## src/hw/term_pkg.sv

```systemverilog
package term_pkg;

	// horizontal timing in pixel clocks
	localparam logic [9:0] h_visible = 10'd640;
	localparam logic [9:0] h_front = 10'd16;
	localparam logic [9:0] h_sync = 10'd96;
	localparam logic [9:0] h_back = 10'd48;
	localparam logic [9:0] h_total = 10'd800;

	// vertical timing in lines
	localparam logic [9:0] v_visible = 10'd480;
	localparam logic [9:0] v_front = 10'd10;
	localparam logic [9:0] v_sync = 10'd2;
	localparam logic [9:0] v_back = 10'd33;
	localparam logic [9:0] v_total = 10'd525;

	localparam logic [6:0] grid_cols = 7'd71;
	localparam logic [4:0] grid_rows = 5'd30;
	localparam logic [3:0] cell_w = 4'd9;
	localparam logic [4:0] cell_h = 5'd16;
	localparam int buf_depth = int'(grid_cols) * int'(grid_rows);

	typedef logic [11:0] buf_addr_t;
	typedef logic [11:0] font_addr_t;
	typedef logic [11:0] font_row_t;
	typedef logic [7:0] scan_code_t;
	typedef logic [7:0] ascii_t;
	typedef logic [6:0] col_t;
	typedef logic [4:0] row_t;

	localparam scan_code_t code_release = 8'hf0;
	localparam scan_code_t code_extend = 8'he0;
	localparam ascii_t ascii_space = 8'h20;

	typedef enum logic [1:0] {rx_idle, rx_data, rx_parity, rx_stop} rx_state_e;
	typedef enum logic [1:0] {dec_normal, dec_released, dec_extended} key_state_e;
	typedef enum logic [1:0] {cmd_put, cmd_newline, cmd_erase} key_cmd_e;

	typedef struct packed {
		key_cmd_e cmd;
		ascii_t ch;
	} key_event_t;

	typedef struct packed {
		logic [9:0] x;
		logic [9:0] y;
		logic active;
		logic hsync;
		logic vsync;
	} pixel_pos_t;

	// blanked pixel with syncs idle
	localparam pixel_pos_t pos_blank = '{x: 10'd0, y: 10'd0, active: 1'b0, hsync: 1'b1,
		vsync: 1'b1};

endpackage

```

## src/hw/vga_timing.sv

```systemverilog
`timescale 1ns/1ps

module vga_timing import term_pkg::*; (
	input logic clk,
	input logic rst_n,
	output pixel_pos_t pos
);

	logic [9:0] h_cnt;
	logic [9:0] v_cnt;
	logic [9:0] h_next;
	logic [9:0] v_next;
	logic active;
	logic hsync;
	logic vsync;

	always_comb begin
		h_next = h_cnt + 10'd1;
		v_next = v_cnt;
		if (h_cnt == h_total - 10'd1) begin
			h_next = 10'd0;
			if (v_cnt == v_total - 10'd1)
				v_next = 10'd0;
			else
				v_next = v_cnt + 10'd1;
		end
	end

	// flags decoded from the next count so they line up with the counters
	always_ff @(posedge clk or negedge rst_n) begin
		if (!rst_n) begin
			h_cnt <= 10'd0;
			v_cnt <= 10'd0;
			active <= 1'b1;
			hsync <= 1'b1;
			vsync <= 1'b1;
		end else begin
			h_cnt <= h_next;
			v_cnt <= v_next;
			active <= (h_next < h_visible) && (v_next < v_visible);
			hsync <= !((h_next >= h_visible + h_front) &&
				(h_next < h_visible + h_front + h_sync));
			vsync <= !((v_next >= v_visible + v_front) &&
				(v_next < v_visible + v_front + v_sync));
		end
	end

	assign pos.x = h_cnt;
	assign pos.y = v_cnt;
	assign pos.active = active;
	assign pos.hsync = hsync;
	assign pos.vsync = vsync;

	a_h_range: assert property (@(posedge clk) disable iff (!rst_n)
		h_cnt < h_total);

endmodule

```

## config.mk

```make
export PLATFORM = sky130hd
export DESIGN_NAME = vga_timing
export DESIGN_NICKNAME = d
export VERILOG_FILES = /design/src/hw/term_pkg.sv /design/src/hw/vga_timing.sv
export SDC_FILE = /design/constraint.sdc
export NUM_CORES = 1
export LEC_CHECK = 0
export ABC_AREA = 1
export BUFFER_PORTS_ARGS = -buffer_cell sky130_fd_sc_hd__buf_2
export CAP_MARGIN = 10
export CORE_UTILIZATION = 55
export DETAILED_ROUTE_END_ITERATION = 8
export HOLD_SLACK_MARGIN = 0.05
export PLACE_DENSITY_LB_ADDON = 0.05
export SYNTH_ARGS = -nofsm -noshare
export SYNTH_HDL_FRONTEND = slang
export SYNTH_SLANG_ARGS = --single-unit
```

## constraint.sdc

```tcl
create_clock -name clk -period 2.5 [get_ports clk]
set_clock_uncertainty 0.05 [all_clocks]
set_input_delay 0.75 -clock clk [delete_from_list [all_inputs] [get_ports clk]]
set_output_delay 0.75 -clock clk [all_outputs]
set_load 0.01 [all_outputs]
```

==> metrics.md <==
| Metric | Value |
|---|---|
| Critical-path cell list | `ha_1, nand2_1, inv_1, nand2_4, nor3_4, nand3_1, nand2_1, nand2_1, nor2_1, nand3_1` |
| CTS tree | `done` |
| Slew Limit Fails | `0` |
| Yosys cell types | `22` |
| Slew headroom | `0.648` |
| Worst-case clock buffer depth | `2` |
| DRT Pass-1 Iters | `5` |
| Ratio of cells with drive above 1 in the final layout | `0.185` |
| Setup CP Type | `register to register` |
| Warnings from Yosys | `0` |
| Worst VDD drop | `between 0.2 and 0.3 mV` |
| Drc violations | `0` |
| Critical Path Start Type | `register` |
| Detailed Route WL | `about 3.4 mm` |
| Critical R2R Launch | `h_cnt[0]` |
| Antenna violations before repair | `0` |
| CP Capture Type | `register` |
| DR top layer | `met4` |
| Mapped Area | `1450 um^2` |
| WP buf/inv | `1` |
| Vias per inst | `approximately 5.0` |
| Largest net degree at the start of global routing | `24` |
| Core area | `between 2000 and 2500 um^2` |
| Synthesized netlist cell count | `between 200 and 250` |
| Area grow syn2layout | `10.9%` |
| Setup TNS | `0 ns` |
| Syn Nets | `219` |
| Slowest-stage cell, CP | `dfrtp_1` |
| Worst hold path class | `primary input to asynchronous set/reset pin` |
| Die area | `between 2000 and 3000 um^2` |
| Core Rows | `18` |
| Synth Area in Simple Gates | `0.408` |
| Worst Tran Pin Value | `approximately 0.53 ns` |
| Global-route wire length before repair | `about 5.3 mm` |
| Slowest stage delay, CP | `0.43 ns` |
| Met1 WL | `about 1.7 mm` |
| Hold_ws | `0.331 ns` |
| Worst Path Arrival | `about 2.1 ns` |
| Global route overflow | `0` |
| Synth Area in Adders | `0.0258` |
| CP top delay family | `simple AND/OR/NAND/NOR gates` |
| Post-synthesis xor/xnor area fraction | `0.0121` |
| DR WL/cell | `12.5 um` |
| Final setup violation count | `0` |
| CTS Hold Bufs | `0` |
| Post_cts resized | `0` |
| Power per cell area | `348 nW/um^2` |
| Clock-pin slew on the worst setup and hold paths | `0.14 ns` |
| Final Wtd Congestion | `~0.89` |
| Met3 WL post-DR | `between 100 and 150 um` |
| Avg Inst Size Synth | `~6.8 um^2` |
| Inserted Clock Buffers | `3` |
| Clock latency on the worst-skew pair | `approximately 0.32 ns` |
| Clock sinks | `23` |
| Vias in the first global route | `roughly 1200` |
| Leak | `about 0.95 nW` |
| Gr usage total | `0.262` |
| Tcrit/Tclk final | `0.773` |
| Most common cell type on the critical path | `nand2_1` |
| Worst reg2reg path depth | `10` |
| Initial drt markers | `53` |
| Fmax | `between 500 and 600 MHz` |
| Seq cells post-synth | `23` |
| DP Wirelength | `roughly 2.6 mm` |
| DR WL met2 | `1.55 mm` |
| Fin. Hold Viols | `0` |
| Synth Area in Compound Gates | `0.0327` |
| Port Buf Inserts | `24` |
| Die Y | `between 50 and 60 um` |
| Largest family of logic cells by synthesized area | `simple AND/OR/NAND/NOR gates` |
| Ports | `25` |
| Antenna cell count | `0` |
| Data required time of the critical path | `approximately 2.7 ns` |
| Setup bufs post-CTS | `0` |
| Die X | `53.4 um` |
| R2R Setup Slk | `~0.57 ns` |
| Status | `finished clean` |
| Seq/Total Area, Yosys | `0.399` |
| Total number of vias | `about 1400` |
| Max-Cap Viols | `0` |
| Reg2reg end | `vsync` |
| RSZ-0062 raised after global routing | `false` |
| H-tree depth | `1` |
| Post-synthesis mux area share | `0` |
| CTS Root Cell | `clkbuf_4` |
| Final min period | `1.93 ns` |
| Routed Antenna Nets | `0` |
| Crit-path max FO | `9` |
| Final layout net count | `about 240` |
| Starting Density | `0.586` |
[per-stage QoR]
stage	instance area, um^2	cells	power (W)	util	setup slack (ns)
finish	1610	268	0.000560	0.650	0.566
global route	1610	268	0.000579	0.650	0.386
CTS	1610	268	0.000564	0.650	0.579
detailed placement	1580	264	0.000387	0.639	0.615
global placement	1580	264	0.000387	0.639	0.681
floorplan	1450	214	0.000379	-	0.892
[synthesized netlist by cell type (all sizes together)]
library cell / instances / area share
nor2: 33 / 0.094
dfstp: 3 / 0.054
nand3: 21 / 0.076
a21oi: 4 / 0.014
o21bai: 1 / 0.0052
nor3: 1 / 0.011
xnor2: 1 / 0.0060
inv: 40 / 0.10
nand4: 8 / 0.034
buf: 4 / 0.019
xor2: 1 / 0.0060
o21ai: 4 / 0.014
dfrtp: 20 / 0.34
ha: 3 / 0.026
nand2: 70 / 0.19
[state kept, by name, summed over array words and instances (netlist names)]
signal,flops
active,1
h_cnt,10
hsync,1
v_cnt,10
vsync,1
[final cells by class]
class / count / area, um^2
inverter: 40 / 150
fill: 245 / 867
clock buffer: 3 / 22.5
sequential: 23 / 579
multi-input combinational: 147 / 696
clock inverter: 1 / 5.00
tap: 30 / 37.5
timing repair buffer: 24 / 120
[how the worst max path moves through the flow]
stage               slack, ns  endpoint  startpoint  depth (start not counted)
floorplan                0.89     vsync    h_cnt[0]                         10
detailed placement       0.61     vsync    h_cnt[0]                         10
global placement         0.68     vsync    h_cnt[0]                         10
finish                   0.57     vsync    h_cnt[0]                         10
CTS                      0.58     vsync    h_cnt[0]                         10
global route             0.39     vsync    h_cnt[0]                         10
[kinds of logic (layout without fill, tap and decap cells)]
group,after synthesis,count (layout)
flip-flops,23,23
XOR/XNOR,2,2
AO/OA/AOI/OAI,9,9
AND/OR/NAND/NOR,133,133
adder cells (fa/ha/maj),3,3
buffers and inverters,44,68
[power by group]
| part | internal, W | switching, W |
|---|---|---|
| logic | 0.000000558 | 0.00000714 |
| registers | 0.000372 | 0 |
| clock network | 0.0000598 | 0.000120 |
| total | 0.000433 | 0.000128 |
[cell usage in the layout (no fill, tap or decap), drive strengths merged]
cell,netlist,layout
nand3,21,21
nor2,33,33
nand2,70,70
inv,40,40
clkinv,0,1
dfstp,3,3
dfrtp,20,20
buf,4,24
o21ai,4,4
xor2,1,1
xnor2,1,1
ha,3,3
o21bai,1,1
clkbuf,0,3
a21oi,4,4
nand4,8,8
nor3,1,1
[per-layer routing]
layer	global-route usage	vias up
met1	0.381	619
li1	-	701
met5	0	-
met2	0.402	27
met3	0.0259	4
met4	0.0789	0
(Power assumes the default switching activity.)
