==> config.mk <==
export PLATFORM = sky130hd
export DESIGN_NAME = key_decode
export DESIGN_NICKNAME = d
export VERILOG_FILES = /design/src/hw/term_pkg.sv /design/src/hw/key_decode.sv
export SDC_FILE = /design/constraint.sdc
export NUM_CORES = 1
export LEC_CHECK = 0
export ABC_AREA = 0
export BUFFER_PORTS_ARGS = -buffer_cell sky130_fd_sc_hd__buf_2
export CAP_MARGIN = 20
export CORE_MARGIN = 3
export CORE_UTILIZATION = 35
export CTS_BUF_LIST = sky130_fd_sc_hd__clkbuf_8
export CTS_CLUSTER_DIAMETER = 60
export DETAILED_ROUTE_END_ITERATION = 6
export SYNTH_ARGS = -nofsm -noshare
export SYNTH_HDL_FRONTEND = slang
export SYNTH_SLANG_ARGS = --single-unit
==> constraint.sdc <==
create_clock -name clk -period 1.4 [get_ports clk]
set_clock_uncertainty 0.2 [all_clocks]
set_input_delay 0.28 -clock clk [delete_from_list [all_inputs] [get_ports clk]]
set_output_delay 0.28 -clock clk [all_outputs]
set_load 0.1 [all_outputs]
==> src/hw/term_pkg.sv <==
package term_pkg;

	// horizontal timing in pixel clocks
	localparam logic [9:0] h_visible = 10'd640;
	localparam logic [9:0] h_front = 10'd16;
	localparam logic [9:0] h_sync = 10'd96;
	localparam logic [9:0] h_back = 10'd48;
	localparam logic [9:0] h_total = 10'd800;

	// vertical timing in lines
	localparam logic [9:0] v_visible = 10'd480;
	localparam logic [9:0] v_front = 10'd10;
	localparam logic [9:0] v_sync = 10'd2;
	localparam logic [9:0] v_back = 10'd33;
	localparam logic [9:0] v_total = 10'd525;

	localparam logic [6:0] grid_cols = 7'd71;
	localparam logic [4:0] grid_rows = 5'd30;
	localparam logic [3:0] cell_w = 4'd9;
	localparam logic [4:0] cell_h = 5'd16;
	localparam int buf_depth = int'(grid_cols) * int'(grid_rows);

	typedef logic [11:0] buf_addr_t;
	typedef logic [11:0] font_addr_t;
	typedef logic [11:0] font_row_t;
	typedef logic [7:0] scan_code_t;
	typedef logic [7:0] ascii_t;
	typedef logic [6:0] col_t;
	typedef logic [4:0] row_t;

	localparam scan_code_t code_release = 8'hf0;
	localparam scan_code_t code_extend = 8'he0;
	localparam ascii_t ascii_space = 8'h20;

	typedef enum logic [1:0] {rx_idle, rx_data, rx_parity, rx_stop} rx_state_e;
	typedef enum logic [1:0] {dec_normal, dec_released, dec_extended} key_state_e;
	typedef enum logic [1:0] {cmd_put, cmd_newline, cmd_erase} key_cmd_e;

	typedef struct packed {
		key_cmd_e cmd;
		ascii_t ch;
	} key_event_t;

	typedef struct packed {
		logic [9:0] x;
		logic [9:0] y;
		logic active;
		logic hsync;
		logic vsync;
	} pixel_pos_t;

	// blanked pixel with syncs idle
	localparam pixel_pos_t pos_blank = '{x: 10'd0, y: 10'd0, active: 1'b0, hsync: 1'b1,
		vsync: 1'b1};

endpackage

==> src/hw/key_decode.sv <==
`timescale 1ns/1ps

module key_decode import term_pkg::*; (
	input logic clk,
	input logic rst_n,
	input logic scan_valid,
	input scan_code_t scan_code,
	output logic key_valid,
	output key_event_t key_event
);

	key_state_e state;
	logic hit;
	key_event_t ev;

	// set 2 make codes
	always_comb begin
		hit = 1'b1;
		ev.cmd = cmd_put;
		ev.ch = ascii_space;
		unique case (scan_code)
			8'h1c: ev.ch = "A";
			8'h32: ev.ch = "B";
			8'h21: ev.ch = "C";
			8'h23: ev.ch = "D";
			8'h24: ev.ch = "E";
			8'h2b: ev.ch = "F";
			8'h34: ev.ch = "G";
			8'h33: ev.ch = "H";
			8'h43: ev.ch = "I";
			8'h3b: ev.ch = "J";
			8'h42: ev.ch = "K";
			8'h4b: ev.ch = "L";
			8'h3a: ev.ch = "M";
			8'h31: ev.ch = "N";
			8'h44: ev.ch = "O";
			8'h4d: ev.ch = "P";
			8'h15: ev.ch = "Q";
			8'h2d: ev.ch = "R";
			8'h1b: ev.ch = "S";
			8'h2c: ev.ch = "T";
			8'h3c: ev.ch = "U";
			8'h2a: ev.ch = "V";
			8'h1d: ev.ch = "W";
			8'h22: ev.ch = "X";
			8'h35: ev.ch = "Y";
			8'h1a: ev.ch = "Z";
			8'h45: ev.ch = "0";
			8'h16: ev.ch = "1";
			8'h1e: ev.ch = "2";
			8'h26: ev.ch = "3";
			8'h25: ev.ch = "4";
			8'h2e: ev.ch = "5";
			8'h36: ev.ch = "6";
			8'h3d: ev.ch = "7";
			8'h3e: ev.ch = "8";
			8'h46: ev.ch = "9";
			8'h29: ev.ch = ascii_space;
			8'h5a: begin
				ev.cmd = cmd_newline;
				ev.ch = 8'h0a;
			end
			8'h66: begin
				ev.cmd = cmd_erase;
				ev.ch = 8'h08;
			end
			default: hit = 1'b0;
		endcase
	end

	always_ff @(posedge clk or negedge rst_n) begin
		if (!rst_n) begin
			state <= dec_normal;
			key_valid <= 1'b0;
		end else begin
			key_valid <= 1'b0;
			if (scan_valid) begin
				unique case (state)
					dec_normal: begin
						if (scan_code == code_release)
							state <= dec_released;
						else if (scan_code == code_extend)
							state <= dec_extended;
						else
							key_valid <= hit;
					end
					// break code byte, dropped
					dec_released: state <= dec_normal;
					dec_extended: begin
						if (scan_code == code_release)
							state <= dec_released;
						else
							state <= dec_normal;
					end
					default: state <= dec_normal;
				endcase
			end
		end
	end

	always_ff @(posedge clk) begin
		if (scan_valid)
			key_event <= ev;
	end

	a_single_pulse: assert property (@(posedge clk) disable iff (!rst_n)
		key_valid |=> !key_valid);

endmodule

==> results of run 1 <==
[registers in the layout (all words and copies together), names as in the netlist]
register   flops
key_valid      1
state          2
key_event      9
[layout make-up]
cell class	instances	area, µm²
clock inverters	1	3.75
fillers	227	782
flip-flops and latches	12	345
multi-input cells	124	1170
clock buffers	3	41.3
inverters	7	26.3
well taps	46	57.6
repair buffers	95	987
[stage by stage]
stage / power (mW) / cell area (µm²)
after global routing: 1.58 / 2630
final: 1.52 / 2630
after CTS: 1.46 / 2470
after floorplan: 0.785 / 1360
after detailed placement: 1.03 / 1960
after global placement: 1.02 / 1960
[metal layers]
layer  up-vias  global-route usage  part of all wire
met3        26              0.0255             0.074
met2       104               0.451              0.51
met1       788               0.306              0.36
li1        771                   -                 -
met4         0               0.117             0.048
met5         -                   0                 0
[worst max-delay path by stage]
stage / depth (start not counted) / endpoint / start
after global placement: 7 / key_event[5]$_DFFE_PP_ / scan_code[4]
after floorplan: 8 / key_event[5]$_DFFE_PP_ / scan_code[0]
after global routing: 9 / key_valid$_DFF_PN0_ / scan_code[4]
after detailed placement: 7 / key_event[5]$_DFFE_PP_ / scan_code[4]
after CTS: 8 / key_event[5]$_DFFE_PP_ / scan_code[0]
final: 9 / key_valid$_DFF_PN0_ / scan_code[4]
[placed cells by master (no fill, tap or decap), drive strengths merged, types with 2 or more instances in the layout]
cell type / count
a21oi: 7
a22oi: 4
a31oi: 2
and3: 2
and4bb: 2
buf: 93
clkbuf: 4
dfrtp: 3
edfxtp: 9
inv: 8
nand2: 19
nand2b: 4
nand3: 10
nor2: 10
nor2b: 9
nor3: 5
nor3b: 4
nor4: 2
nor4b: 3
o21ai: 9
o22ai: 2
o311ai: 2
o32ai: 4
[power groups by stage]
stage | Clock, mW | Combinational (mW) | Sequential [mW]
6_report | 0.306 | 0.788 | 0.428
5_1_grt | 0.328 | 0.818 | 0.430
4_1_cts | 0.312 | 0.722 | 0.429
3_5_place_dp | 0 | 0.595 | 0.435
3_3_place_gp | 0 | 0.590 | 0.434
2_1_floorplan | 0 | 0.203 | 0.582
[cells by family after synthesis]
group           after synthesis  synth area share
buf+inv                      21            0.0883
simple gates                 74             0.347
xor+xnor                      1           0.00687
other cells                   1           0.00294
compound gates               46             0.267
flops                        12             0.271
mux                           2            0.0167
[timing repair]
action,CTS,global route
pin swaps,24,18
hold buffers,1,0
hold endpoints to repair,3,0
setup endpoints to repair,11,11
buffers inserted,12,6
cloned,0,1
resized for setup,85,22
==> results.json, run 1 <==
{
  "hpwl_mm": 3.50,
  "drt-vias-per-instance": 5.86,
  "hold_slack_ns": 0.0768,
  "synth_area_leaders": "edfxtp_1 21%, dfrtp_1 5.9%, nand2_1 5.6%, nor2b_1 4.4%, nand3_1 3.9%",
  "area_delta_synth_final_pct": 107,
  "fin_setup_tns_ns": -2.49,
  "grt_usage": 0.255,
  "synthesis.area_mm2": 0.00127,
  "hold_path_end": "state[0]$_DFFE_PN0P_",
  "core-area_mm2": 0.00342,
  "async_flop_share": 0.250,
  "pre_cts_ws_ns": -0.748,
  "postRouteAntennaNets": 0,
  "worstRegToRegCells": 3,
  "yosys_warnings": 0,
  "max-cap-violations": 0,
  "crit_chain": "buf_12 -> nor4b_4 -> buf_4 -> a32oi_2 -> nor2_2 -> nor3_4 -> and3_4 -> buf_6 -> a311oi_2",
  "crit_path_start_kind": "input port",
  "placementRows": 21,
  "switchingPower_mw": 0.571,
  "syn-num-nets": 168,
  "min-delay-start": "scan_valid",
  "critPathKind": "in2reg",
  "r2r-start": "state[0]$_DFFE_PN0P_",
  "cp_max_fo": 5,
  "crit_slowest_cell": "nor4b_4",
  "ys_seq_area_frac": 0.271,
  "cp_num_buf_inv": 3,
  "final_cell_count_no_fill": 288,
  "cts_tree": "built",
  "r2r_end": "state[1]$_DFFE_PN0P_",
  "synth.avg_cell_area_um2": 8.12,
  "synth_top_area_cell": "edfxtp_1",
  "synth_most_common_cell": "nand2_1",
  "synth_commonest_cells": "19 x nand2_1, 10 x nand3_1, 9 x edfxtp_1, 9 x nor2_1, 9 x nor2b_1",
  "period_share": 1.26,
  "hold_viol": 0,
  "combPwrFrac": 0.518,
  "antenna_found_initial": 0,
  "hp-class": "in2reg",
  "die_w_um": 66.4,
  "drtIter0Drc": 124,
  "slew_viol_final": 0,
  "firstDrtPassIters": 4,
  "hold_path_depth": 2,
  "irDropWorstVdd_v": 0.000275,
  "grt_overflow": 0,
  "rsz0062_at_grt": "true",
  "timing.fmax_ghz": 0.566,
  "clk_pin_slew_ns": 0.05,
  "reg2reg_slack_ns": 0.30,
  "violations": "setup timing",
  "cts_buffers": 3,
  "dp.cells": 265,
  "pwr_density_cell_mw_per_mm2": 578,
  "slowest_delay_ns": 0.27,
  "clock_power_share": 0.201,
  "drc": 0,
  "p_int_mw": 0.952,
  "utilization": 0.771,
  "seq_power_share": 0.281,
  "avgRoutedWirePerCell_um": 19.8,
  "power_leakage_nw": 1.13,
  "p_sw_frac": 0.375,
  "arrival_ns": 1.71,
  "finalCriticalPeriod_ns": 1.77,
  "gp_congestion": 0.898,
  "crit_family": "simple AND/OR/NAND/NOR gates",
  "diodes": 0,
  "place.port_buffers": 20,
  "setup_viol": 10,
  "ys_types": 57,
  "synth-seq-cells": 12,
  "start_util": 0.373,
  "syn_inst": 157,
  "grt_pass1_wl_mm": 8.56,
  "required_ns": 1.34,
  "synth_flop_cell": "edfxtp_1",
  "synth_top_area_frac": 0.212,
  "endpoint_kind": "register",
  "die-area_mm2": 0.00440,
  "cts.sinks": 12,
  "drt_wl_total_mm": 5.72,
  "drive_above_1_share": 0.661,
  "via_count": 1689,
  "io_pins": 22,
  "clkLatencyLatePin_ns": 0.23,
  "synth_edf_count": 9,
  "grt_pass1_vias": 1705,
  "fin_ws_ns": -0.368,
  "nNetsFinal": 254,
  "die_y_um": 66.4,
  "grt_max_degree": 12,
  "cts_buffer_depth": 2,
  "cts_root_buf": "clkbuf_8",
  "status": "finished, violations left",
  "htreeDepth": 1
}
Power figures use the tool's default switching activity.
==> inputs of run 2 (changes only) <==
==> constraint.sdc (replaced) <==
create_clock -name clk -period 2.3 [get_ports clk]
set_clock_uncertainty 0.2 [all_clocks]
set_input_delay 0.46 -clock clk [delete_from_list [all_inputs] [get_ports clk]]
set_output_delay 0.46 -clock clk [all_outputs]
set_load 0.1 [all_outputs]
==> results.json, run 2 (same netlist as run 1, synthesis figures left out) <==
{
  "cp_max_fo": 11,
  "grt_overflow": 0,
  "crit_path_start_kind": "input port",
  "pre_cts_ws_ns": 0.00820,
  "required_ns": 2.08,
  "grt_pass1_wl_mm": 6.00,
  "regMostFlops": "key_event",
  "drc": 0,
  "placementRows": 21,
  "start_util": 0.373,
  "nNetsFinal": 212,
  "pwr_density_cell_mw_per_mm2": 440,
  "avgRoutedWirePerCell_um": 14.4,
  "diodes": 0,
  "clkLatencyLatePin_ns": 0.24,
  "via_count": 1388,
  "fillers": 353,
  "power_leakage_nw": 0.683,
  "cts.sinks": 12,
  "die-area_mm2": 0.00440,
  "cts_buffers": 3,
  "area_delta_synth_final_pct": 28.8,
  "cts_tree": "built",
  "htreeDepth": 1,
  "layout_commonest_cell": "buf_4",
  "grt_usage": 0.172,
  "arrival_ns": 1.88,
  "grt_pass1_vias": 1366,
  "drive_above_1_share": 0.320,
  "reg_top3": "key_event (9), state (2), key_valid (1)",
  "die_w_um": 66.4,
  "timing.fmax_ghz": 0.477,
  "antenna_found_initial": 0,
  "clk_pin_slew_ns": 0.05,
  "hpwl_mm": 2.91,
  "die_y_um": 66.4,
  "hp-class": "reg2reg",
  "cts_resized": 0,
  "critPathKind": "in2reg",
  "drtIter0Drc": 52,
  "fin_ws_ns": 0.203,
  "io_pins": 22,
  "status": "finished, final reports clean",
  "hold_viol": 0,
  "drt_wl_total_mm": 3.55,
  "place.port_buffers": 20,
  "core-area_mm2": 0.00342,
  "cts_root_buf": "clkbuf_8",
  "drt-vias-per-instance": 5.64,
  "slew_viol_final": 0,
  "fin_setup_tns_ns": 0,
  "firstDrtPassIters": 4,
  "largest_reg_flops": 9,
  "finalCriticalPeriod_ns": 2.10,
  "setup_viol": 0,
  "final_cell_mix": "32 x buf_4, 20 x buf_2, 19 x nand2_1",
  "max-cap-violations": 0,
  "gp_congestion": 0.960,
  "endpoint_kind": "register",
  "postRouteAntennaNets": 0,
  "period_share": 0.912,
  "irDropWorstVdd_v": 0.000152,
  "cts_buffer_depth": 2,
  "grt_max_degree": 20,
  "rsz0062_at_grt": "false"
}
-- run 2: cell count changes in the layout (fill, tap and decap cells not counted), moves of 6 or more --
cell,previous run,this run
buf_6,15,0
nor2b_1,2,9
buf_12,15,0
buf_4,59,32
buf_2,2,20
nand2_1,13,19
-- run 2: cell type report --
cell class | instances | area (µm²) | share of cell area
clock buffers | 3 | 41.3 | 0.0252
inverters | 7 | 26.3 | 0.0160
clock inverters | 1 | 3.75 | 0.00229
well taps | 46 | 57.6 | 0.0351
repair buffers | 53 | 350 | 0.213
flip-flops and latches | 12 | 345 | 0.210
multi-input cells | 124 | 817 | 0.498
-- run 2: what timing repair did --
| action | CTS | global route |
|---|---|---|
| buffers inserted | 0 | 0 |
| hold endpoints to repair | 3 | 0 |
| hold buffers | 1 | 0 |
-- run 2: layer usage --
metal  GRT usage  vias up  share of wire
met2       0.316       58           0.49
met4      0.0635        0          0.023
met5           0        -              0
met3      0.0153       11          0.050
li1            -      679              -
met1       0.203      640           0.44
-- run 2: stage by stage --
stage               instance area [µm²]  std cells  hold slack, ns   util  total power [mW]
floorplan                          1270        157         -0.0356      -             0.462
global placement                   1590        241          0.0530  0.464             0.536
detailed placement                 1590        241          0.0604  0.464             0.538
CTS                                1640        246           0.349  0.481             0.725
global route                       1640        246           0.347  0.481             0.758
finish                             1640        246           0.344  0.481             0.722
-- run 2: final timing paths --
check	startpoint	end	slack, ns	cells after the start
worst min register to register	state[1]$_DFFE_PN0P_	state[1]$_DFFE_PN0P_	0.34	2
worst min-delay path	state[1]$_DFFE_PN0P_	state[1]$_DFFE_PN0P_	0.34	2
max in group asynchronous	rst_n	state[1]$_DFFE_PN0P_	1.44	2
worst max register to register	state[0]$_DFFE_PN0P_	state[1]$_DFFE_PN0P_	1.20	3
min in group asynchronous	rst_n	state[0]$_DFFE_PN0P_	0.35	2
worst max-delay path	scan_code[0]	key_event[6]$_DFFE_PP_	0.20	8
-- run 2: critical path, stage by stage --
cell     delay (ns)
buf_2          0.16
nor2b_1        0.19
buf_4          0.16
a32oi_1        0.18
nor2_1         0.08
nor3_1         0.29
and3_1         0.28
nand2_1        0.08
-- run 2: where the power goes --
part	internal [mW]	switching (mW)	total (mW)
clock	0.117	0.0670	0.184
combinational	0.0821	0.204	0.286
sequential	0.249	0.00285	0.252
==> inputs of run 3 (changes only) <==
--- a/config.mk
+++ b/config.mk
@@ -13,6 +13,7 @@
 export CTS_BUF_LIST = sky130_fd_sc_hd__clkbuf_8
 export CTS_CLUSTER_DIAMETER = 60
 export DETAILED_ROUTE_END_ITERATION = 6
+export RECOVER_POWER = 25
 export SYNTH_ARGS = -nofsm -noshare
 export SYNTH_HDL_FRONTEND = slang
 export SYNTH_SLANG_ARGS = --single-unit
==> results.json, run 3 (same netlist as run 1, synthesis figures left out) <==
{
  "maxUsedRoutingLayer": "met4",
  "hold_path_depth": 2,
  "period_share": 0.912,
  "diodes": 0,
  "cts_buffer_depth": 2,
  "wl_met2_mm": 1.72,
  "utilization": 0.480,
  "hpwl_mm": 2.91,
  "cts.sinks": 12,
  "io_pins": 22,
  "firstDrtPassIters": 4,
  "nNetsFinal": 212,
  "hp-class": "reg2reg",
  "drive_above_1_share": 0.310,
  "setup_viol": 0,
  "cts_resized": 0,
  "slew_viol_final": 0,
  "crit_family": "simple AND/OR/NAND/NOR gates",
  "report.power.total_mw": 0.721,
  "grt_pass1_wl_mm": 6.00,
  "cp_num_buf_inv": 2,
  "required_ns": 2.08,
  "max-cap-violations": 0,
  "layout_commonest_cell": "buf_4",
  "timing.fmax_ghz": 0.477,
  "switchingPower_mw": 0.274,
  "critPathKind": "in2reg",
  "irDropWorstVdd_v": 0.000152,
  "reg_top3": "key_event (9), state (2), key_valid (1)",
  "start_util": 0.373,
  "postRouteAntennaNets": 0,
  "crit_slowest_cell": "nor3_1",
  "crit_cells": 8,
  "p_sw_frac": 0.380,
  "drt_wl_total_mm": 3.54,
  "crit_path_start_kind": "input port",
  "die_w_um": 66.4,
  "cts_tree": "built",
  "htreeDepth": 1,
  "met1_length_mm": 1.57,
  "gp_congestion": 0.960,
  "place.port_buffers": 20,
  "grt_pass1_vias": 1366,
  "arrival_ns": 1.88,
  "status": "finished, final reports clean",
  "power_leakage_nw": 0.677,
  "fin_setup_tns_ns": 0,
  "dpl_cell_area_mm2": 0.00159,
  "grt_usage": 0.172,
  "worstRegToRegCells": 3,
  "combPwrFrac": 0.396,
  "fillers": 354,
  "final_cell_mix": "32 x buf_4, 19 x nand2_1, 18 x buf_2",
  "multi_input_area_um2": 817,
  "clkLatencyLatePin_ns": 0.24,
  "via_count": 1385,
  "p_int_mw": 0.447,
  "placementRows": 21,
  "pwr_density_cell_mw_per_mm2": 440,
  "cts_buffers": 3,
  "drtIter0Drc": 52,
  "slowest_delay_ns": 0.29,
  "grt_max_degree": 20,
  "grt_overflow": 0,
  "drt-vias-per-instance": 5.63,
  "regMostFlops": "key_event",
  "endpoint_kind": "register",
  "cp_max_fo": 11,
  "crit_chain": "buf_2 -> nor2b_1 -> buf_4 -> a32oi_1 -> nor2_1 -> nor3_1 -> and3_1 -> nand2_1",
  "seq_power_share": 0.349,
  "tightest_slew_ns": 0.582,
  "die-area_mm2": 0.00440,
  "hold_viol": 0,
  "clk_pin_slew_ns": 0.05,
  "antenna_found_initial": 0,
  "largest_reg_flops": 9,
  "finalCriticalPeriod_ns": 2.10,
  "slew_headroom": 0.612,
  "cts_root_buf": "clkbuf_8",
  "avgRoutedWirePerCell_um": 14.4,
  "area_delta_synth_final_pct": 28.6,
  "drc": 0,
  "die_y_um": 66.4,
  "clock_power_share": 0.255,
  "reg2reg_slack_ns": 1.19,
  "rsz0062_at_grt": "false",
  "final_area_mm2": 0.00164,
  "wl_met3_um": 172,
  "core-area_mm2": 0.00342,
  "seqCellArea_um2": 345
}
==> run 3: cell count changes in the layout (fill, tap and decap cells not counted) <==
cell	previous run	this run
buf_2	20	18
clkbuf_1	0	2
==> run 3: worst paths after layout <==
path	endpoint	from
worst min-delay path	state[1]$_DFFE_PN0P_	state[1]$_DFFE_PN0P_
worst max-delay path	key_event[6]$_DFFE_PP_	scan_code[0]
max in group asynchronous	state[1]$_DFFE_PN0P_	rst_n
worst max register to register	state[1]$_DFFE_PN0P_	state[0]$_DFFE_PN0P_
worst min register to register	state[1]$_DFFE_PN0P_	state[1]$_DFFE_PN0P_
min in group asynchronous	state[0]$_DFFE_PN0P_	rst_n
==> run 3: routing by layer <==
metal	vias up	GRT usage
met1	641	0.203
met4	0	0.0635
met3	11	0.0153
met5	-	0
li1	679	-
met2	54	0.316
==> run 3: tightest hold or removal path: stages (launching register included) <==
cell and delay [ns]:
dfrtp_1 0.32, inv_1 0.06, o32ai_1 0.11
==> run 3: metrics by stage <==
step	hold WS, ns	setup WS [ns]	std cells
after floorplan	-0.0356	0.150	157
after global placement	0.0530	0.0194	241
after detailed placement	0.0604	0.00820	241
after CTS	0.349	0.251	246
after global routing	0.366	0.0929	246
final	0.344	0.203	246
==> run 3: layout make-up <==
cell class / count / share of cell area
clock buffers: 3 / 0.0252
clock inverters: 1 / 0.00229
inverters: 7 / 0.0160
multi-input cells: 124 / 0.498
flip-flops and latches: 12 / 0.211
well taps: 46 / 0.0351
repair buffers: 53 / 0.212
==> run 3: power groups by stage <==
stage | registers (mW) | logic, mW | clock network, mW
after global placement | 0.255 | 0.281 | 0
final | 0.252 | 0.286 | 0.184
after CTS | 0.252 | 0.284 | 0.189
after global routing | 0.252 | 0.303 | 0.202
after floorplan | 0.354 | 0.108 | 0
after detailed placement | 0.256 | 0.282 | 0
==> run 3: what timing repair did <==
action | CTS | global route
endpoints found under the setup margin | 0 | 0
endpoints found under the hold margin | 3 | 0
buffers inserted | 0 | 0
hold buffers | 1 | 0
