### config.mk
export PLATFORM = sky130hd
export DESIGN_NAME = ps2_rx
export DESIGN_NICKNAME = d
export VERILOG_FILES = /design/src/hw/term_pkg.sv /design/src/hw/ps2_rx.sv
export SDC_FILE = /design/constraint.sdc
export NUM_CORES = 1
export LEC_CHECK = 0
export BUFFER_PORTS_ARGS = -buffer_cell sky130_fd_sc_hd__buf_2
export CAP_MARGIN = 20
export CORE_ASPECT_RATIO = 0.7
export CORE_UTILIZATION = 25
export CTS_BUF_LIST = sky130_fd_sc_hd__clkbuf_8
export DETAILED_ROUTE_END_ITERATION = 10
export SKIP_LAST_GASP = 1
export SYNTH_ARGS = -nofsm -noshare
export SYNTH_HDL_FRONTEND = slang
export SYNTH_SLANG_ARGS = --single-unit
### constraint.sdc
create_clock -name clk -period 3.57 [get_ports clk]
set_input_delay 0.5355 -clock clk [delete_from_list [all_inputs] [get_ports clk]]
set_output_delay 0.5355 -clock clk [all_outputs]
set_load 0.01 [all_outputs]
### src/hw/term_pkg.sv
package term_pkg;

	// horizontal timing in pixel clocks
	localparam logic [9:0] h_visible = 10'd640;
	localparam logic [9:0] h_front = 10'd16;
	localparam logic [9:0] h_sync = 10'd96;
	localparam logic [9:0] h_back = 10'd48;
	localparam logic [9:0] h_total = 10'd800;

	// vertical timing in lines
	localparam logic [9:0] v_visible = 10'd480;
	localparam logic [9:0] v_front = 10'd10;
	localparam logic [9:0] v_sync = 10'd2;
	localparam logic [9:0] v_back = 10'd33;
	localparam logic [9:0] v_total = 10'd525;

	localparam logic [6:0] grid_cols = 7'd71;
	localparam logic [4:0] grid_rows = 5'd30;
	localparam logic [3:0] cell_w = 4'd9;
	localparam logic [4:0] cell_h = 5'd16;
	localparam int buf_depth = int'(grid_cols) * int'(grid_rows);

	typedef logic [11:0] buf_addr_t;
	typedef logic [11:0] font_addr_t;
	typedef logic [11:0] font_row_t;
	typedef logic [7:0] scan_code_t;
	typedef logic [7:0] ascii_t;
	typedef logic [6:0] col_t;
	typedef logic [4:0] row_t;

	localparam scan_code_t code_release = 8'hf0;
	localparam scan_code_t code_extend = 8'he0;
	localparam ascii_t ascii_space = 8'h20;

	typedef enum logic [1:0] {rx_idle, rx_data, rx_parity, rx_stop} rx_state_e;
	typedef enum logic [1:0] {dec_normal, dec_released, dec_extended} key_state_e;
	typedef enum logic [1:0] {cmd_put, cmd_newline, cmd_erase} key_cmd_e;

	typedef struct packed {
		key_cmd_e cmd;
		ascii_t ch;
	} key_event_t;

	typedef struct packed {
		logic [9:0] x;
		logic [9:0] y;
		logic active;
		logic hsync;
		logic vsync;
	} pixel_pos_t;

	// blanked pixel with syncs idle
	localparam pixel_pos_t pos_blank = '{x: 10'd0, y: 10'd0, active: 1'b0, hsync: 1'b1,
		vsync: 1'b1};

endpackage

### src/hw/ps2_rx.sv
`timescale 1ns/1ps

module ps2_rx import term_pkg::*; (
	input logic clk,
	input logic rst_n,
	input logic ps2_clk,
	input logic ps2_data,
	output logic scan_valid,
	output scan_code_t scan_code,
	output logic frame_error
);

	logic [1:0] clk_sync;
	logic [1:0] data_sync;
	logic clk_prev;
	logic fall;
	logic rx_bit;
	rx_state_e state;
	logic [2:0] bit_cnt;
	logic start_ok;
	logic parity_ok;
	scan_code_t shift_reg;

	// both lines idle high
	always_ff @(posedge clk or negedge rst_n) begin
		if (!rst_n) begin
			clk_sync <= 2'b11;
			data_sync <= 2'b11;
			clk_prev <= 1'b1;
		end else begin
			clk_sync <= {clk_sync[0], ps2_clk};
			data_sync <= {data_sync[0], ps2_data};
			clk_prev <= clk_sync[1];
		end
	end

	assign fall = clk_prev & ~clk_sync[1];
	assign rx_bit = data_sync[1];

	always_ff @(posedge clk or negedge rst_n) begin
		if (!rst_n) begin
			state <= rx_idle;
			bit_cnt <= 3'd0;
			start_ok <= 1'b0;
			parity_ok <= 1'b0;
			scan_valid <= 1'b0;
			frame_error <= 1'b0;
		end else begin
			scan_valid <= 1'b0;
			frame_error <= 1'b0;
			if (fall) begin
				unique case (state)
					rx_idle: begin
						start_ok <= ~rx_bit;
						bit_cnt <= 3'd0;
						state <= rx_data;
					end
					rx_data: begin
						bit_cnt <= bit_cnt + 3'd1;
						if (bit_cnt == 3'd7)
							state <= rx_parity;
					end
					rx_parity: begin
						// odd parity over data and parity bit
						parity_ok <= ^{shift_reg, rx_bit};
						state <= rx_stop;
					end
					rx_stop: begin
						if (start_ok && parity_ok && rx_bit)
							scan_valid <= 1'b1;
						else
							frame_error <= 1'b1;
						state <= rx_idle;
					end
				endcase
			end
		end
	end

	// lsb first
	always_ff @(posedge clk) begin
		if (fall && state == rx_data)
			shift_reg <= {rx_bit, shift_reg[7:1]};
	end

	assign scan_code = shift_reg;

	a_one_outcome: assert property (@(posedge clk) disable iff (!rst_n)
		!(scan_valid && frame_error));

endmodule

==> impl_metrics.yaml, run 1 <==
sta:
  hold_viol: 0
  fin_crit_sh_pct: 46.3
  skew_ns: 0.00724
  slew_viol_final: 0
  tightestPinTransition_ns: 0.463
  fin_hold_ws_ns: 0.155
  rsz0062_at_grt: "false"
  min_period_ns: 1.65
  relSlewSlack_pct: 69.1
  fmaxAchievable_mhz: 605
  finalSetupViolCount: 0
  layout_setup_ws_ns: 1.92
  fin_tns_setup_ns: 0
cts:
  cts_tree: "done"
  cts.repair.resized: 0
  cts_hold_buf: 0
  post_cts_buffers: 0
  clock-sinks: 22
  cts_buffer_depth: 2
  htree_levels: 1
  clkLatencyLatePin_ns: 0.26
  cts_buffers: 3
  path_clk_slew_ns: 0.08
  cts-root-buf: "clkbuf_8"
detailed_routing:
  via_per_inst: 4.02
  wl_met1_um: 723
  dr_wl_met3_um: 101
  highest_layer: "met3"
  wl_met2_um: 567
  drtPass1Iterations: 4
  drtAntennaViolNets: 0
  first_iter_violations: 7
  drc: 0
  post_drt_wl_per_cell_um: 11.2
  vias: 498
  finalWirelength_mm: 1.39
worst_setup_path:
  worst_setup_path_start_kind: "flip-flop"
  crit_end: "scan_code[2]"
  r2r-end: "scan_code[2]"
  slowest_stage: "dfstp_2"
  startpoint: "clk_prev"
  critPathKind: "reg2reg"
  crit_arrival_ns: 1.57
  r2r_cells: 2
  worst-path-max-fanout: 11
  cp.required_ns: 3.48
  crit_path_max_incr_delay_ns: 0.51
  r2r_start: "clk_prev"
  rrSetupSlack_ns: 1.92
  crit_path_cell_trace: "nor2b_1 -> and2_1"
  cp-end-kind: "flip-flop"
layout:
  seq_area_um2: 597
  antenna_cells: 0
  syn_to_final_growth_pct: 22.0
  nNetsFinal: 89
  multi_input_area_um2: 279
  nFillCells: 309
  final_util_pct: 33.3
  layout-drive-gt1-share_pct: 29.9
power_and_ir_drop:
  power.switching_uw: 184
  p_int_uw: 526
  swShare_pct: 25.9
  combPwrFrac_pct: 19.7
  pwr-share-clk_pct: 32.3
  ir_worst_vdd_v: 0.000240
  power.density_nw_per_um2: 656
  total_power_uw: 710
  pwr-share-seq_pct: 48.0
  power.leakage_nw: 0.474
floorplanning:
  die_w_um: 73.2
  ios: 14
  design.die.area_um2: 3790
  start_util_pct: 27.3
  core.rowCount: 17
  fp.dieH_um: 51.8
  core_um2: 3250
run_status:
  status: "complete, no violations"
synth:
  mappedNetlistNets: 71
  synth_warnings: 0
  synth_area_um2: 887
  synth_area_leaders: "edfxtp_1 (27%), dfrtp_1 (25%), dfstp_2 (15%)"
  ys_seq_elements: 22
  synth_area_leader_cell: "edfxtp_1"
  syn_avg_cell_area_um2: 14.8
  ys_seq_area_share_pct: 67.3
  synthCells: 60
  synth_top_area_share_pct: 27.1
  yosys.cell_types.count: 19
global_routing:
  grt_pass1_vias: 451
  antenna_found_initial: 0
  track_usage_pct: 8.43
  gr-total-overflow: 0
  grt_max_degree: 15
  grt_pass1_wl_mm: 2.24
placed_design:
  io_buffers: 13
  dpl_worst_slack_ns: 1.90
  hpwl_mm: 1.07
  gp_congestion: 0.670
flow_run:
  max_cap_viol_count: 0
worst_hold_path:
  worst_hold_path_type: "in2async"
## worst min path at each step
stage | slack (ns) | depth (start not counted) | end | from
finish | 0.15 | 1 | start_ok | rst_n
global route | 0.16 | 1 | frame_error | rst_n
CTS | 0.17 | 1 | start_ok | rst_n
detailed placement | 0.35 | 0 | clk_sync[1] | clk_sync[0]
global placement | 0.35 | 0 | data_sync[1] | data_sync[0]
floorplan | 0.24 | 0 | bit_cnt[0] | rst_n
## state kept, by name, summed over array words and instances (netlist names)
signal,flops
scan_valid,1
state,2
start_ok,1
bit_cnt,3
clk_prev,1
data_sync,2
frame_error,1
scan_code,8
parity_ok,1
clk_sync,2
## kinds of logic after synthesis
group           Yosys count  synth area share [%]
flops                    22                  67.3
simple gates             11                  5.64
compound gates            9                  6.21
xor+xnor                  7                  8.46
fa+ha+maj                 7                  9.87
buf+inv                   3                  1.27
mux                       1                  1.27
## critical path, delay by kind of cell, from the launching register on
family,cells,cell delay (ns)
flops,1,0.51
simple gates,2,0.80
## power groups by stage
| stage | sequential, mW | clock [mW] | combinational [mW] |
|---|---|---|---|
| global route | 0.346 | 0.255 | 0.158 |
| global placement | 0.344 | 0 | 0.135 |
| detailed placement | 0.346 | 0 | 0.142 |
| finish | 0.341 | 0.229 | 0.140 |
| floorplan | 0.343 | 0 | 0.100 |
| CTS | 0.341 | 0.233 | 0.143 |
## placed cells by master, fill, tap and decap left out
cell	synthesis	final
xnor2_1	4	4
buf_2	0	13
and3_1	1	1
dfstp_2	5	5
nor2b_1	1	1
xnor3_1	1	1
mux2_2	1	1
dfrtp_1	9	9
inv_1	3	3
clkbuf_8	0	3
edfxtp_1	8	8
xor2_1	2	2
and2_1	1	1
nand3_1	1	1
ha_1	7	7
o21ai_0	5	5
nor2_1	1	1
nand2_1	6	6
o21ai_1	1	1
a21boi_1	1	1
a22o_1	2	2
bufinv_16	0	1
## synth_stat cells, drive strengths merged
master  instances
a21boi          1
a22o            2
and2            1
and3            1
dfrtp           9
dfstp           5
edfxtp          8
ha              7
inv             3
mux2            1
nand2           6
nand3           1
nor2            1
nor2b           1
o21ai           6
xnor2           4
xnor3           1
xor2            2
## stage by stage
step                area [µm²]  instances
global placement          1010        120
CTS                       1080        124
global route              1080        124
finish                    1080        124
floorplan                  887         60
detailed placement        1010        120
## metal layers
metal,track usage [%],vias to the layer above
li1,-,237
met1,11.6,246
met2,11.9,15
met3,5.04,0
met4,0,0
met5,0,-
## cell type report
| class | count | share of cell area (%) |
|---|---|---|
| inverters | 3 | 1.04 |
| multi-input cells | 35 | 25.8 |
| flip-flops and latches | 22 | 55.1 |
| well taps | 47 | 5.43 |
| clock buffers | 3 | 3.82 |
| repair buffers | 13 | 6.01 |
| clock inverters | 1 | 2.77 |
(Power assumes the default switching activity.)
==> inputs of run 2 (changes only) <==
--- a/config.mk
+++ b/config.mk
@@ -5,6 +5,7 @@
 export SDC_FILE = /design/constraint.sdc
 export NUM_CORES = 1
 export LEC_CHECK = 0
+export ABC_AREA = 1
 export BUFFER_PORTS_ARGS = -buffer_cell sky130_fd_sc_hd__buf_2
 export CAP_MARGIN = 20
 export CORE_ASPECT_RATIO = 0.7
==> constraint.sdc (replaced) <==
create_clock -name clk -period 1.55 [get_ports clk]
set_input_delay 0.2325 -clock clk [delete_from_list [all_inputs] [get_ports clk]]
set_output_delay 0.2325 -clock clk [all_outputs]
set_load 0.01 [all_outputs]
==> run 2 against run 1 <==
Setup slack lost 1.7 ns. Largest cell class unchanged. Critical path depth grew 3. First-iteration DRC count grew 86%.
==> impl_metrics.yaml, run 2 <==
floorplanning:
  die_w_um: 76.8
  start_util_pct: 27.0
  core.rowCount: 18
  fp.dieH_um: 54.3
  design.die.area_um2: 4170
  core_um2: 3630
  ios: 14
synth:
  synth_warnings: 0
  async_flop_share_pct: 63.6
  ys_seq_elements: 22
  synth_area_leaders: "edfxtp_1 (25%), dfrtp_1 (23%), dfstp_2 (13%)"
  synth_top_area_share_pct: 24.6
  synth_area_um2: 978
  mappedNetlistNets: 105
  ys.flop_type: "dfrtp_1"
  yosys.cell_types.count: 19
  synthTopCellsByCount: "nand2_1 (26), inv_1 (13), dfrtp_1 (9), edfxtp_1 (8), ha_1 (7)"
  synth_area_leader_cell: "edfxtp_1"
  syn_avg_cell_area_um2: 10.4
  synth_edf_count: 8
  yosysMostFrequentCell: "nand2_1"
  synthCells: 94
  ys_seq_area_share_pct: 61.0
global_routing:
  gr-total-overflow: 0
  busiest_layer: "met2"
  use_met2_pct: 14.6
  track_usage_pct: 9.66
  use_met3_pct: 2.67
  grt_pass1_vias: 636
  grt_max_degree: 15
  use_met1_pct: 11.7
  antenna_found_initial: 0
  grt_pass1_wl_mm: 2.91
sta:
  relSlewSlack_pct: 79.4
  min_period_ns: 1.35
  finalSetupViolCount: 0
  fin_tns_setup_ns: 0
  tightestPinTransition_ns: 0.309
  layout_setup_ws_ns: 0.200
  slew_viol_final: 0
  rsz0062_at_grt: "false"
  hold_viol: 0
  fmaxAchievable_mhz: 740
  skew_ns: 0.00449
  fin_crit_sh_pct: 87.1
worst_setup_path:
  cp-end-kind: "flip-flop"
  r2r_cells: 5
  worst_setup_path_start_kind: "flip-flop"
  rrSetupSlack_ns: 0.20
  worst-path-max-fanout: 10
  cp.required_ns: 1.53
  critPathKind: "reg2reg"
  crit_arrival_ns: 1.33
  r2r-end: "scan_code[2]"
  r2r_start: "clk_prev"
cts:
  post_cts_buffers: 0
  clkLatencyLatePin_ns: 0.26
  cts-root-buf: "clkbuf_8"
  clock-sinks: 22
  cts_buffers: 3
  cts_buffer_depth: 2
  cts_tree: "done"
  path_clk_slew_ns: 0.08
  htree_levels: 1
placed_design:
  gp_congestion: 0.754
  dp.cells: 158
  hpwl_mm: 1.25
  io_buffers: 13
  dpl_worst_slack_ns: 0.208
detailed_routing:
  first_iter_violations: 13
  drc: 0
  finalWirelength_mm: 1.66
  vias: 642
  via_per_inst: 3.94
  post_drt_wl_per_cell_um: 10.2
  drtPass1Iterations: 4
  drtAntennaViolNets: 0
layout:
  layout_common_cells: "nand2_1 (26), inv_1 (13), buf_2 (13)"
  layout-drive-gt1-share_pct: 27.4
  nNetsFinal: 125
  largest_reg_flops: 8
  stdcell_count: 163
  antenna_cells: 0
  syn_to_final_growth_pct: 22.1
  layout_commonest_cell: "nand2_1"
power_and_ir_drop:
  ir_worst_vdd_v: 0.000579
  power.switching_uw: 485
  swShare_pct: 28.3
  power.density_nw_per_um2: 1440
  p_int_mw: 1.23
  combPwrFrac_pct: 21.4
  power.leakage_nw: 0.596
  pwr-share-seq_pct: 47.8
  total_power_mw: 1.72
  pwr-share-clk_pct: 30.8
worst_hold_path:
  worst_hold_path_type: "in2reg"
  min_to: "clk_sync[0]"
  worstHoldPathCells: 1
  worstHoldStart: "ps2_clk"
flow_run:
  max_cap_viol_count: 0
run_status:
  status: "complete, no violations"
==> run 2: area by class of cell <==
type,count,area [µm²]
Clock buffer,3,41.3
Clock inverter,1,30.0
Fill cell,372,2430
Inverter,15,56.3
Multi-Input combinational cell,57,325
Sequential cell,22,597
Tap cell,50,62.6
Timing Repair Buffer,15,82.6
==> run 2: stage by stage <==
| stage | hold slack (ns) | instance area [µm²] | util (%) |
|---|---|---|---|
| after global placement | 0.136 | 1110 | 30.7 |
| after floorplan | -0.0631 | 978 | - |
| final | 0.0628 | 1190 | 33.0 |
| after CTS | 0.0560 | 1190 | 33.0 |
| after detailed placement | 0.142 | 1110 | 30.7 |
| after global routing | 0.0450 | 1190 | 33.0 |
==> run 2: what timing repair did <==
| item | 4_1_cts | 5_1_grt |
|---|---|---|
| gates resized for setup | 0 | 0 |
| hold buffers | 1 | 0 |
| endpoints found under the hold margin | 9 | 0 |
==> run 2: cells by family after synthesis <==
group	count (synthesis)	synth area share, %
XOR/XNOR	1	0.895
AND/OR/NAND/NOR	40	17.6
buffers and inverters	15	5.76
flip-flops	22	61.0
AO/OA/AOI/OAI	9	5.76
adder cells (fa/ha/maj)	7	8.95
==> run 2: per-layer routing <==
layer	wire (µm)	part of all wire, %
met1	817	49
met2	744	45
met3	52	3.1
met4	42	2.5
met5	0	0
==> run 2: worst max-delay path, stage by stage (launching register included) <==
cell and delay [ns]:
dfstp_2 0.52, inv_1 0.04, nor2_2 0.18, inv_2 0.06
nor2_2 0.08, buf_4 0.18
==> run 2: power groups by stage <==
stage | Clock [mW] | Combinational [mW] | Sequential [mW]
global placement | 0 | 0.349 | 0.823
global route | 0.571 | 0.426 | 0.841
finish | 0.529 | 0.367 | 0.822
detailed placement | 0 | 0.371 | 0.830
CTS | 0.545 | 0.371 | 0.821
floorplan | 0 | 0.267 | 0.820
==> run 2: worst max-delay path by stage <==
stage	from	to	slack, ns	depth (start not counted)
after floorplan	clk_prev	scan_code[0]	0.17	4
after global placement	clk_prev	scan_code[3]	0.24	5
after detailed placement	clk_prev	scan_code[1]	0.21	5
after CTS	clk_prev	scan_code[1]	0.20	5
after global routing	clk_prev	scan_code[3]	0.10	5
final	clk_prev	scan_code[2]	0.20	5
==> inputs of run 3 (changes only) <==
--- a/config.mk
+++ b/config.mk
@@ -12,6 +12,7 @@
 export CORE_UTILIZATION = 25
 export CTS_BUF_LIST = sky130_fd_sc_hd__clkbuf_8
 export DETAILED_ROUTE_END_ITERATION = 10
+export PLACE_DENSITY_LB_ADDON = 0.3
 export SKIP_LAST_GASP = 1
 export SYNTH_ARGS = -nofsm -noshare
 export SYNTH_HDL_FRONTEND = slang
==> run 3 against run 2 <==
Wire length shrank 4.9%. Setup slack gained 0.0024 ns. Register-to-register slack is essentially flat. Highest routed layer unchanged.
==> impl_metrics.yaml, run 3 (synthesized netlist as in run 2, its figures left out) <==
run_status:
  status: "complete, no violations"
global_routing:
  grt_pass1_wl_mm: 2.69
  grt_pass1_vias: 609
  grt_max_degree: 15
  track_usage_pct: 8.62
  gr-total-overflow: 0
  antenna_found_initial: 0
sta:
  min_period_ns: 1.35
  tightestPinTransition_ns: 0.319
  relSlewSlack_pct: 78.7
  slew_viol_final: 0
  fin_crit_sh_pct: 87.0
  fin_tns_setup_ns: 0
  fin_hold_ws_ns: 0.0683
  fmaxAchievable_mhz: 742
  skew_ns: 0.00196
  finalSetupViolCount: 0
  rsz0062_at_grt: "false"
  hold_viol: 0
worst_setup_path:
  worst-path-max-fanout: 10
  crit_arrival_ns: 1.33
  cp.required_ns: 1.53
  worst_setup_path_start_kind: "flip-flop"
  cp-end-kind: "flip-flop"
  critPathKind: "reg2reg"
power_and_ir_drop:
  total_power_mw: 1.73
  power.leakage_nw: 0.599
  ir_worst_vdd_v: 0.000460
  pwr-share-seq_pct: 47.5
  power.density_nw_per_um2: 1430
  swShare_pct: 28.0
  power.switching_uw: 484
  p_int_mw: 1.24
  pwr-share-clk_pct: 30.1
  combPwrFrac_pct: 22.4
detailed_routing:
  first_iter_violations: 22
  drtAntennaViolNets: 0
  drtPass1Iterations: 4
  drc: 0
  vias: 656
  post_drt_wl_per_cell_um: 9.66
  finalWirelength_mm: 1.58
  via_per_inst: 4.02
layout:
  stdcell_count: 163
  layout_commonest_cell: "nand2_1"
  nFillCells: 379
  layout-drive-gt1-share_pct: 27.4
  multi_input_area_um2: 325
  largest_reg_flops: 8
  nNetsFinal: 125
  layout_common_cells: "nand2_1 (26), inv_1 (13), buf_2 (13)"
  seq_area_um2: 597
  syn_to_final_growth_pct: 23.4
  antenna_cells: 0
  fin_area_um2: 1210
cts:
  cts.repair.resized: 0
  post_cts_buffers: 0
  cts_hold_buf: 1
  cts-root-buf: "clkbuf_8"
  path_clk_slew_ns: 0.08
  cts_buffers: 3
  clkLatencyLatePin_ns: 0.26
  cts_tree: "done"
  clock-sinks: 22
  htree_levels: 1
  cts_buffer_depth: 2
worst_hold_path:
  worst_hold_path_type: "in2reg"
floorplanning:
  ios: 14
  fp.dieH_um: 54.3
  die_w_um: 76.8
  core.rowCount: 18
  start_util_pct: 27.0
  design.die.area_um2: 4170
  core_um2: 3630
placed_design:
  placed_cell_area_um2: 1130
  dp.cells: 158
  gp_congestion: 0.731
  io_buffers: 13
  hpwl_mm: 1.22
flow_run:
  max_cap_viol_count: 0
-- run 3: metal layers --
| metal | up-vias | global-route usage (%) | share of wire [%] |
|---|---|---|---|
| met5 | - | 0 | 0 |
| met4 | 0 | 3.85 | 0.70 |
| met3 | 2 | 2.50 | 3.0 |
| met2 | 10 | 15.6 | 49 |
| met1 | 309 | 9.79 | 47 |
| li1 | 335 | - | - |
-- run 3: final timing paths --
| kind | from | end | slack (ns) | depth (start not counted) |
|---|---|---|---|---|
| setup / recovery | clk_prev | scan_code[5] | 0.20 | 5 |
| hold / removal | ps2_clk | clk_sync[0] | 0.07 | 1 |
| setup reg to reg | clk_prev | scan_code[5] | 0.20 | 5 |
| hold reg to reg | data_sync[0] | data_sync[1] | 0.36 | 0 |
| max in group asynchronous | rst_n | clk_prev | 0.86 | 2 |
| min in group asynchronous | rst_n | state[1] | 0.40 | 2 |
-- run 3: critical path, cell delays in order (launching register included) --
cell,delay [ns]
dfstp_2,0.52
inv_1,0.04
nor2_2,0.18
inv_2,0.07
nor2_2,0.13
buf_12,0.14
-- run 3: layout make-up --
class,count,share of cell area (%)
sequential,22,49.4
multi-input combinational,57,26.9
timing repair buffer,15,7.88
tap,50,5.18
inverter,15,4.66
clock buffer,3,3.42
clock inverter,1,2.49
-- run 3: per-stage QoR --
step                      util, %  setup slack [ns]
after floorplan                 -             0.169
after global placement       31.1             0.223
after detailed placement     31.1             0.209
after CTS                    33.3             0.202
after global routing         33.3             0.105
final                        33.3             0.202
-- run 3: power by group through the flow --
stage / Sequential [mW] / Combinational, mW / Clock (mW)
after floorplan: 0.820 / 0.267 / 0
after global placement: 0.824 / 0.368 / 0
after detailed placement: 0.830 / 0.389 / 0
after CTS: 0.819 / 0.391 / 0.540
after global routing: 0.835 / 0.452 / 0.560
final: 0.820 / 0.387 / 0.520
